`src/rtl/kbdPkg.sv`:
```
package kbdPkg;

	localparam int SCAN_W = 8;

	localparam logic [SCAN_W-1:0] BREAK_CODE = 8'hF0; // Release prefix
	localparam logic [SCAN_W-1:0] EXT_CODE   = 8'hE0; // Extended key prefix
	localparam logic [SCAN_W-1:0] BKSP_CODE  = 8'h66;
	localparam logic [SCAN_W-1:0] ESC_CODE   = 8'h76;

	typedef struct packed {
		logic       valid; // Code is a hex key
		logic [3:0] nibble;
	} nibbleResult_t;

	// Set-2 make codes of the main-row digits and the letters A to F
	function automatic nibbleResult_t scanToNibble(input logic [SCAN_W-1:0] code);
		nibbleResult_t res;
		res.valid  = 1'b1;
		res.nibble = 4'h0;
		case (code)
			8'h45: res.nibble = 4'h0;
			8'h16: res.nibble = 4'h1;
			8'h1E: res.nibble = 4'h2;
			8'h26: res.nibble = 4'h3;
			8'h25: res.nibble = 4'h4;
			8'h2E: res.nibble = 4'h5;
			8'h36: res.nibble = 4'h6;
			8'h3D: res.nibble = 4'h7;
			8'h3E: res.nibble = 4'h8;
			8'h46: res.nibble = 4'h9;
			8'h1C: res.nibble = 4'hA;
			8'h32: res.nibble = 4'hB;
			8'h21: res.nibble = 4'hC;
			8'h23: res.nibble = 4'hD;
			8'h24: res.nibble = 4'hE;
			8'h2B: res.nibble = 4'hF;
			default: res.valid = 1'b0; // Not a hex key
		endcase
		return res;
	endfunction

endpackage

```
`src/rtl/dispPkg.sv`:
```
package dispPkg;

	localparam int VALUE_W = 16; // Value shown on the display
	localparam int DIGITS = 4;
	localparam int SEG_W = 7; // Segments gfedcba

	// One hex digit per display position
	localparam int NIBBLE_W = VALUE_W / DIGITS;

endpackage

```
`src/rtl/hexTo7Seg.sv`:
```
`timescale 1ns/1ps

module hexTo7Seg (
	input  logic [dispPkg::NIBBLE_W-1:0] x,
	output logic [dispPkg::SEG_W-1:0]    z
);

	// Active-low patterns, bit 6 is segment g
	always_comb
	begin
		case (x)
			4'h0: z = 7'h40;
			4'h1: z = 7'h79;
			4'h2: z = 7'h24;
			4'h3: z = 7'h30;
			4'h4: z = 7'h19;
			4'h5: z = 7'h12;
			4'h6: z = 7'h02;
			4'h7: z = 7'h78;
			4'h8: z = 7'h00; // All segments lit
			4'h9: z = 7'h18;
			4'hA: z = 7'h08;
			4'hB: z = 7'h03; // Lower-case b
			4'hC: z = 7'h27; // Lower-case c
			4'hD: z = 7'h21; // Lower-case d
			4'hE: z = 7'h06;
			4'hF: z = 7'h0E;
			default: z = 7'h7F; // Blank
		endcase
	end

endmodule

```
`src/rtl/ps2Receiver.sv`:
```
`timescale 1ns/1ps

module ps2Receiver #(
	parameter int FRAME_TIMEOUT = 2000
) (
	input  logic                      clk,
	input  logic                      rst,
	input  logic                      keyClk,
	input  logic                      keyData,
	output logic                      codeValid,
	output logic [kbdPkg::SCAN_W-1:0] scanCode
);
	import kbdPkg::*;

	localparam int TO_W = $clog2(FRAME_TIMEOUT + 1);

	logic [1:0]        keyClkSync; // Two-flop synchronizer
	logic [1:0]        keyDataSync;
	logic              keyClkPrev;
	logic              keyFall;
	logic              bitIn;
	logic [3:0]        bitCnt; // 0 idle, 1..8 data, 9 parity, 10 stop
	logic [SCAN_W-1:0] shiftReg;
	logic              parityBit;
	logic [TO_W-1:0]   idleCnt;

	always_ff @(posedge clk)
	begin
		if (!rst)
		begin
			keyClkSync  <= 2'b11; // Bus idles high
			keyDataSync <= 2'b11;
			keyClkPrev  <= 1'b1;
		end
		else
		begin
			keyClkSync  <= {keyClkSync[0], keyClk};
			keyDataSync <= {keyDataSync[0], keyData};
			keyClkPrev  <= keyClkSync[1];
		end
	end

	assign keyFall = keyClkPrev & ~keyClkSync[1];
	assign bitIn = keyDataSync[1];

	always_ff @(posedge clk)
	begin
		if (!rst)
		begin
			bitCnt    <= 4'd0;
			idleCnt   <= '0;
			codeValid <= 1'b0;
		end
		else
		begin
			codeValid <= 1'b0;
			if (keyFall)
			begin
				idleCnt <= '0;
				if (bitCnt == 4'd0)
				begin
					if (!bitIn)
						bitCnt <= 4'd1; // Start bit seen
				end
				else if (bitCnt == 4'd10)
				begin
					// Stop bit plus odd parity over data and parity bit
					if (bitIn && (^{shiftReg, parityBit}))
						codeValid <= 1'b1;
					bitCnt <= 4'd0;
				end
				else
					bitCnt <= bitCnt + 4'd1;
			end
			else if (bitCnt != 4'd0)
			begin
				if (idleCnt == TO_W'(FRAME_TIMEOUT - 1))
				begin
					bitCnt  <= 4'd0; // Abort partial frame
					idleCnt <= '0;
				end
				else
					idleCnt <= idleCnt + 1'b1;
			end
		end
	end

	always_ff @(posedge clk)
	begin
		if (keyFall)
		begin
			if (bitCnt >= 4'd1 && bitCnt <= 4'd8)
				shiftReg <= {bitIn, shiftReg[SCAN_W-1:1]}; // LSB first
			if (bitCnt == 4'd9)
				parityBit <= bitIn;
		end
	end

	always_ff @(posedge clk)
	begin
		if (keyFall && bitCnt == 4'd10)
			scanCode <= shiftReg;
	end

endmodule

```
`src/rtl/scanFifo.sv`:
```
`timescale 1ns/1ps

module scanFifo #(
	parameter int FIFO_DEPTH = 8
) (
	input  logic                      clk,
	input  logic                      rst,
	input  logic                      push,
	input  logic [kbdPkg::SCAN_W-1:0] pushData,
	input  logic                      pop,
	output logic [kbdPkg::SCAN_W-1:0] popData,
	output logic                      empty,
	output logic                      full,
	output logic                      overflow
);
	import kbdPkg::*;

	localparam int PTR_W = $clog2(FIFO_DEPTH);

	logic [SCAN_W-1:0] mem [FIFO_DEPTH];
	logic [PTR_W-1:0]  wrPtr;
	logic [PTR_W-1:0]  rdPtr;
	logic [PTR_W:0]    count;
	logic              doPush;
	logic              doPop;

	assign empty = (count == '0);
	assign full = (count == (PTR_W + 1)'(FIFO_DEPTH));
	assign doPush = push & ~full; // Code dropped when full
	assign doPop = pop & ~empty;
	assign popData = mem[rdPtr]; // Head entry falls through

	always_ff @(posedge clk)
	begin
		if (doPush)
			mem[wrPtr] <= pushData;
	end

	always_ff @(posedge clk)
	begin
		if (!rst)
		begin
			wrPtr    <= '0;
			rdPtr    <= '0;
			count    <= '0;
			overflow <= 1'b0;
		end
		else
		begin
			if (doPush)
				wrPtr <= wrPtr + 1'b1; // Wraps at power-of-two depth
			if (doPop)
				rdPtr <= rdPtr + 1'b1;
			case ({doPush, doPop})
				2'b10: count <= count + 1'b1;
				2'b01: count <= count - 1'b1;
				default: count <= count;
			endcase
			if (push && full)
				overflow <= 1'b1; // Sticky until reset
		end
	end

endmodule

```
`src/rtl/hexEntry.sv`:
```
`timescale 1ns/1ps

module hexEntry (
	input  logic                        clk,
	input  logic                        rst,
	input  logic                        empty,
	input  logic [kbdPkg::SCAN_W-1:0]   popData,
	output logic                        pop,
	output logic [dispPkg::VALUE_W-1:0] value
);
	import kbdPkg::*;
	import dispPkg::*;

	logic          breakPending; // Next code is a release
	logic          extPending; // Next code follows E0
	nibbleResult_t key;

	assign pop = ~empty; // Drain one code per cycle
	assign key = scanToNibble(popData);

	always_ff @(posedge clk)
	begin
		if (!rst)
		begin
			breakPending <= 1'b0;
			extPending   <= 1'b0;
			value        <= '0;
		end
		else if (pop)
		begin
			if (breakPending)
				breakPending <= 1'b0; // Released key has no effect
			else if (popData == BREAK_CODE)
			begin
				breakPending <= 1'b1;
				extPending   <= 1'b0; // E0 F0 xx release sequence
			end
			else if (extPending)
				extPending <= 1'b0;
			else if (popData == EXT_CODE)
				extPending <= 1'b1;
			else if (key.valid)
				value <= {value[VALUE_W-NIBBLE_W-1:0], key.nibble};
			else if (popData == BKSP_CODE)
				value <= {{NIBBLE_W{1'b0}}, value[VALUE_W-1:NIBBLE_W]};
			else if (popData == ESC_CODE)
				value <= '0;
		end
	end

endmodule

```
`src/rtl/keyDisplayTop.sv`:
```
`timescale 1ns/1ps

module keyDisplayTop #(
	parameter int FIFO_DEPTH = 8,
	parameter int FRAME_TIMEOUT = 2000
) (
	input  logic                      clk,
	input  logic                      rst,
	input  logic                      keyClk,
	input  logic                      keyData,
	output logic [dispPkg::SEG_W-1:0] digit3,
	output logic [dispPkg::SEG_W-1:0] digit2,
	output logic [dispPkg::SEG_W-1:0] digit1,
	output logic [dispPkg::SEG_W-1:0] digit0,
	output logic                      overflow
);
	import kbdPkg::*;
	import dispPkg::*;

	logic               codeValid;
	logic [SCAN_W-1:0]  scanCode;
	logic [SCAN_W-1:0]  popData;
	logic               empty;
	logic               pop;
	logic [VALUE_W-1:0] value;
	logic [SEG_W-1:0]   segs [DIGITS];

	ps2Receiver #(
		.FRAME_TIMEOUT(FRAME_TIMEOUT)
	) i_ps2Receiver (
		.clk(clk),
		.rst(rst),
		.keyClk(keyClk),
		.keyData(keyData),
		.codeValid(codeValid),
		.scanCode(scanCode)
	);

	scanFifo #(
		.FIFO_DEPTH(FIFO_DEPTH)
	) i_scanFifo (
		.clk(clk),
		.rst(rst),
		.push(codeValid),
		.pushData(scanCode),
		.pop(pop),
		.popData(popData),
		.empty(empty),
		.full(), // Only used inside the FIFO
		.overflow(overflow)
	);

	hexEntry i_hexEntry (
		.clk(clk),
		.rst(rst),
		.empty(empty),
		.popData(popData),
		.pop(pop),
		.value(value)
	);

	// One decoder per digit, digit 0 is the low nibble
	for (genvar i = 0; i < DIGITS; i++)
	begin : g_digit
		hexTo7Seg i_hexTo7Seg (
			.x(value[i*NIBBLE_W +: NIBBLE_W]),
			.z(segs[i])
		);
	end

	assign digit3 = segs[3]; // Top nibble
	assign digit2 = segs[2];
	assign digit1 = segs[1];
	assign digit0 = segs[0];

endmodule

```
`config.mk`:
```
export PLATFORM = sky130hd
export DESIGN_NAME = keyDisplayTop
export DESIGN_NICKNAME = d
export VERILOG_FILES = /design/src/rtl/kbdPkg.sv /design/src/rtl/dispPkg.sv /design/src/rtl/hexTo7Seg.sv /design/src/rtl/ps2Receiver.sv /design/src/rtl/scanFifo.sv /design/src/rtl/hexEntry.sv /design/src/rtl/keyDisplayTop.sv
export SDC_FILE = /design/constraint.sdc
export NUM_CORES = 1
export LEC_CHECK = 0
export ABC_AREA = 1
export BUFFER_PORTS_ARGS = -buffer_cell sky130_fd_sc_hd__buf_2
export CAP_MARGIN = 10
export CORE_MARGIN = 2
export CORE_UTILIZATION = 55
export CTS_CLUSTER_SIZE = 25
export DETAILED_ROUTE_END_ITERATION = 16
export PLACE_DENSITY = 0.72
export SYNTH_ARGS = -nofsm -noshare
export SYNTH_HDL_FRONTEND = slang
export SYNTH_HIERARCHICAL = 1
export SYNTH_SLANG_ARGS = --single-unit
```
`constraint.sdc`:
```
create_clock -name clk -period 2.9 [get_ports clk]
set_input_delay 0.29 -clock clk [delete_from_list [all_inputs] [get_ports clk]]
set_output_delay 0.29 -clock clk [all_outputs]
set_load 0.01 [all_outputs]
```
---- Yosys cells after proc, flatten, opt, wreduce, memory -nomap -nowiden ----
Memory sizes are Yosys's and may differ from the RTL's. A register that Yosys moved wholly into a read port is not among the register bits.
Cells that the tools add are included.
cells by class
  $add $sub $neg .......................... 6
  magnitude comparators ................... 2
  eq/ne operators ......................... 27
  mux-type cells .......................... 31
  bitwise logic cells ..................... 12
  reductions and logical operators ........ 20
operators by type and width
  cell                     count
  $eq A8 B6 Y1 const B     11
  $pmux W4 S15             1
  $mux W4                  14
  $mux W16                 3
  $eq A8 B7 Y1 const B     4
  $eq A8 B5 Y1 const B     3
  $eq A8 B8 Y1 const B     2
  $reduce_or A16 Y1        1
  $eq A4 B4 Y1 const B     3
  $add A11 B1 Y11 const B  1
  $eq A11 B11 Y1 const B   1
  $mux W11                 1
  $not A1 Y1               10
  $mux W1                  9
  $reduce_xor A9 Y1        1
  $add A4 B1 Y4 const B    2
  $logic_not A4 Y1         2
  $pmux W4 S2              1
  $add A3 B1 Y3 const B    2
  $mux W3                  2
  $reduce_and A2 Y1        3
  $reduce_and A6 Y1        1
  $reduce_bool A2 Y1       3
  $ge A4 B1 Y1 const B     1
  12 further kinds         16
word-level totals
  register bits ........................... 67
  bits in writable memories ............... 64
  ROM bits ................................ 448
  bits of input ports ..................... 4
  output and inout bits ................... 29
  word-level logic and storage cells ...... 119
  memories ................................ 5
memory list
  name             depth  width  rd ports  clocked after memory_dff  write ports  RTL line         text
  (no name shown)  16     7      1         1                         0            hexTo7Seg.sv:11  case (x)
  (no name shown)  16     7      1         1                         0            hexTo7Seg.sv:11
  (no name shown)  16     7      1         1                         0            hexTo7Seg.sv:11
  (no name shown)  16     7      1         1                         0            hexTo7Seg.sv:11
  i_scanFifo.mem   8      8      1         1                         1            scanFifo.sv:20   logic [SCAN_W-1:0] mem [FIFO_DEPTH];

---- Longest topological paths before layout ----
  word-level depth ........................ 7
  mapped depth ............................ 20
  gate-level depth less buffers ........... 18

---- Cells and area by module ----
The synthesis kept the hierarchy.
modules (own cells, without submodules)
  module                                   instances  cells each  area an instance (µm²)  sequential area each (µm²)
  scanFifo                                 1          279         3215.6                  2202.1
  ps2Receiver                              1          204         1717.9                  930.9
  hexEntry                                 1          221         1321.3                  360.3
  hexTo7Seg at g_digit[0].i_hexTo7Seg ...  3          50          289.0                   0.0
  hexTo7Seg at g_digit[2].i_hexTo7Seg      1          47          272.8                   0.0

---- Worst setup path before layout ----
No wires, ideal clock.
  path type ............................... register -> register
  start ................................... reg (tool-made name)
  end ..................................... reg i_hexEntry/value[10] (netlist name)
  setup time .............................. 0.114 ns
  arrival time ............................ 2.089 ns
  data required time ...................... 2.786 ns
  setup slack ............................. 0.697 ns
  stages on the path, launching flop included .. 19
  buffers on the path ..................... 2
  period minus slack after synthesis ...... 2.203 ns
  path through ............................ dfxtp_1 > buf_6 > mux2i_1 > o22ai_1 > nand2_1 > nand2_1 > nand2_1 > inv_2 > nand2_4 > nor2_4 > nor2_2 > nand2_2 > nor2_4 > nand3_4 > nand2_4 > buf_6 > nand2_1 > nand2_1 > nor2_2
RTL lines
  element               RTL line        text
  end signal, assigned  hexEntry.sv:43  value <= {value[VALUE_W-NIBBLE_W-1:0], key.nibble};
  end signal, assigned  hexEntry.sv:45  value <= {{NIBBLE_W{1'b0}}, value[VALUE_W-1:NIBBLE_W]};
  end, declared         hexEntry.sv:9   output logic [dispPkg::VALUE_W-1:0] value

==> results.json <==
{
  "intPower_mw": 3.20,
  "clock_sinks": 134,
  "p_clk_frac": 0.501,
  "place_congestion": 0.921,
  "maxCapViolCount": 0,
  "switchingPower_uw": 872,
  "cts_tree": "done",
  "crit_slowest_cell": "dfxtp_1",
  "synth.area.top_cells": "edfxtp_1 33%, dfxtp_1 14%, nand2_1 13%, nor2_1 6.0%, inv_1 4.5%",
  "antenna_cells": 0,
  "syn_area_per_cell_um2": 8.21,
  "wl_per_cell_um": 12.6,
  "drive_above_1_share": 0.165,
  "min_path_type": "in -> reg",
  "yosysTopAreaCellShare": 0.329,
  "finalPower_mw": 4.08,
  "clk_root_buffer_cell": "clkbuf_16",
  "synth_cell_type_count": 39,
  "fin_crit_ns": 2.54,
  "syn_inst": 901,
  "dieArea_um2": 14400,
  "finalHoldViolations": 0,
  "start_util": 0.561,
  "fmax_ghz": 0.394,
  "hold_path.startpoint": "keyData",
  "clkTransAtPathRegs_ns": 0.06,
  "crit_path_end_kind": "register",
  "overflow": 0,
  "drc": 0,
  "tightest_slew_ns": 0.973,
  "fillerInstances": 1121,
  "timing.hold.ws_ns": 0.0568,
  "final_core_util": 0.623,
  "ys_async_sr_fraction": 0,
  "leakage_nw": 3.65,
  "synth_top_area_cell": "edfxtp_1",
  "h-tree-depth": 4,
  "postPlaceCellArea_um2": 7650,
  "rows": 42,
  "port_buffers": 32,
  "yosysSeqAreaShare": 0.472,
  "relSlewSlack": 0.349,
  "power.density_nw_per_um2": 496,
  "grt_pass1_vias": 5317,
  "grt_max_degree": 33,
  "max_stage_delay_ns": 0.36,
  "maxSlewViolCount": 0,
  "cp.buffers_inverters": 3,
  "fin_nets": 969,
  "grt_pass1_wl_mm": 24.2,
  "fp.dieW_um": 120,
  "worstPathCellList": "buf_4 -> mux2i_1 -> o22ai_1 -> nand2_1 -> nand2_1 -> inv_2 -> nor2_4 -> nand2_4 -> clkinv_4 -> o21ai_1 -> nand2_1 -> nor2_4 -> nand3_4 -> nand2_4 -> nand2_1 -> nand2_1 -> nor2_1",
  "crit_fanout": 19,
  "postRouteAntennaNets": 0,
  "cts_made_buffers": 17,
  "synth_seq_cells": 134,
  "yosysMostFrequentCell": "nand2_1",
  "critical_path.top_delay_family": "simple AND/OR/NAND/NOR gates",
  "clock_latency_ns": 0.41,
  "finalSetupTns_ns": 0,
  "wl_mm": 14.2,
  "fp.coreArea_um2": 13200,
  "p_comb_frac": 0.007,
  "via_count": 5751,
  "crit_path_start_kind": "register",
  "clk_path_buf_depth": 2,
  "power_frac_seq": 0.491,
  "num_io_pins": 33,
  "syn2layout_area_growth_pct": 11.2,
  "grtUsageTotal": 0.210,
  "cp.arrival_ns": 2.85,
  "synth_common_cells": "253 x nand2_1, 118 x nor2_1, 88 x inv_1",
  "hold_buffers": 0,
  "timing.critical_path.mode_cell": "nand2_1",
  "syn_nets": 931,
  "die_h_um": 120,
  "post-route-period-util": 0.874,
  "drtIter0Drc": 276,
  "vias_per_cell": 5.10,
  "crit_required_ns": 3.21,
  "yosysWarnings": 6,
  "firstDrtPassIters": 4,
  "synth_edf_count": 81,
  "fin_area_um2": 8220,
  "antenna_found_initial": 0,
  "vdd_drop_max_uv": 414,
  "power.switching_fraction": 0.214,
  "status": "completed",
  "critPathKind": "reg -> reg",
  "setup_viol": 0,
  "grt_setup_unrepaired": "no",
  "dp_hpwl_mm": 10.0,
  "synthFlopType": "edfxtp_1",
  "fin_skew_ns": 0.00870,
  "synth_area_um2": 7390
}
==> final timing paths <==
path	end	slack, ns	cells after the start
setup / recovery	i_hexEntry/value[6]	0.36	17
hold / removal	i_ps2Receiver/keyDataSync[0]	0.06	2
setup reg to reg	i_hexEntry/value[6]	0.36	17
hold reg to reg	i_ps2Receiver/keyDataSync[1]	0.43	1
==> placed cells by master (no fill, tap or decap), drive strengths merged, types with 6 or more instances in the layout <==
cell,instances
ha,26
nand2,282
clkinv,7
or2,6
clkbuf,17
mux2i,8
buf,40
nand4,8
inv,114
o21ai,50
a21oi,29
nor3,7
dfxtp,53
o22ai,12
nor2,133
edfxtp,81
nand3,65
==> registers in the layout, summed over array words and instances (netlist names), 3 cells and up, named ones only <==
signal                  count
i_scanFifo/count            4
i_scanFifo/rdPtr            3
i_ps2Receiver/scanCode      8
i_scanFifo/mem             64
i_ps2Receiver/shiftReg      8
i_scanFifo/wrPtr            3
i_hexEntry/value           16
i_ps2Receiver/idleCnt      11
i_ps2Receiver/bitCnt        4
==> logic make-up after synthesis <==
| logic type | Yosys count | share of synthesized area |
|---|---|---|
| and+or+nand+nor | 505 | 0.315 |
| adders and majority gates | 26 | 0.0440 |
| AOI/OAI and AO/OA | 94 | 0.0682 |
| DFF | 134 | 0.472 |
| muxes | 8 | 0.0108 |
| xor gates and xnor gates | 3 | 0.00355 |
| buffers and inverters | 131 | 0.0863 |
==> area by class of cell <==
| cell class | instances | area [um^2] | share of cell area |
|---|---|---|---|
| clock buffer | 17 | 425 | 0.0518 |
| clock inverter | 15 | 144 | 0.0175 |
| inverter | 110 | 450 | 0.0548 |
| multi-input combinational | 636 | 3270 | 0.397 |
| sequential | 134 | 3490 | 0.425 |
| tap | 176 | 220 | 0.0268 |
| timing repair buffer | 40 | 220 | 0.0268 |
==> stage by stage <==
stage / worst slack (ns) / cells
4_1_cts: 0.305 / 1128
2_1_floorplan: 0.697 / 901
6_report: 0.364 / 1128
3_5_place_dp: 0.350 / 1096
5_1_grt: 0.0398 / 1128
3_3_place_gp: 0.388 / 1096
==> metal layers <==
layer  global-route usage  wire (um)  vias to the layer above
met3               0.0537        637                       20
met2                0.344       6850                      142
li1                     -          -                     2988
met1                0.268       6480                     2601
met5                    0          0                        -
met4               0.0772        242                        0
==> what timing repair did <==
item,CTS,global route
endpoints found under the hold margin,0,0
setup endpoints to repair,0,7
gates resized for setup,0,1
setup buffers,0,0
==> power groups by stage <==
| stage | sequential (mW) | combinational, mW | clock [mW] |
|---|---|---|---|
| after floorplan | 2.04 | 0.0210 | 0 |
| after global placement | 2.04 | 0.0302 | 0 |
| after detailed placement | 2.04 | 0.0306 | 0 |
| after CTS | 2.00 | 0.0306 | 2.08 |
| after global routing | 2.00 | 0.0345 | 2.16 |
| final | 2.00 | 0.0301 | 2.04 |
(Power assumes the default switching activity.)
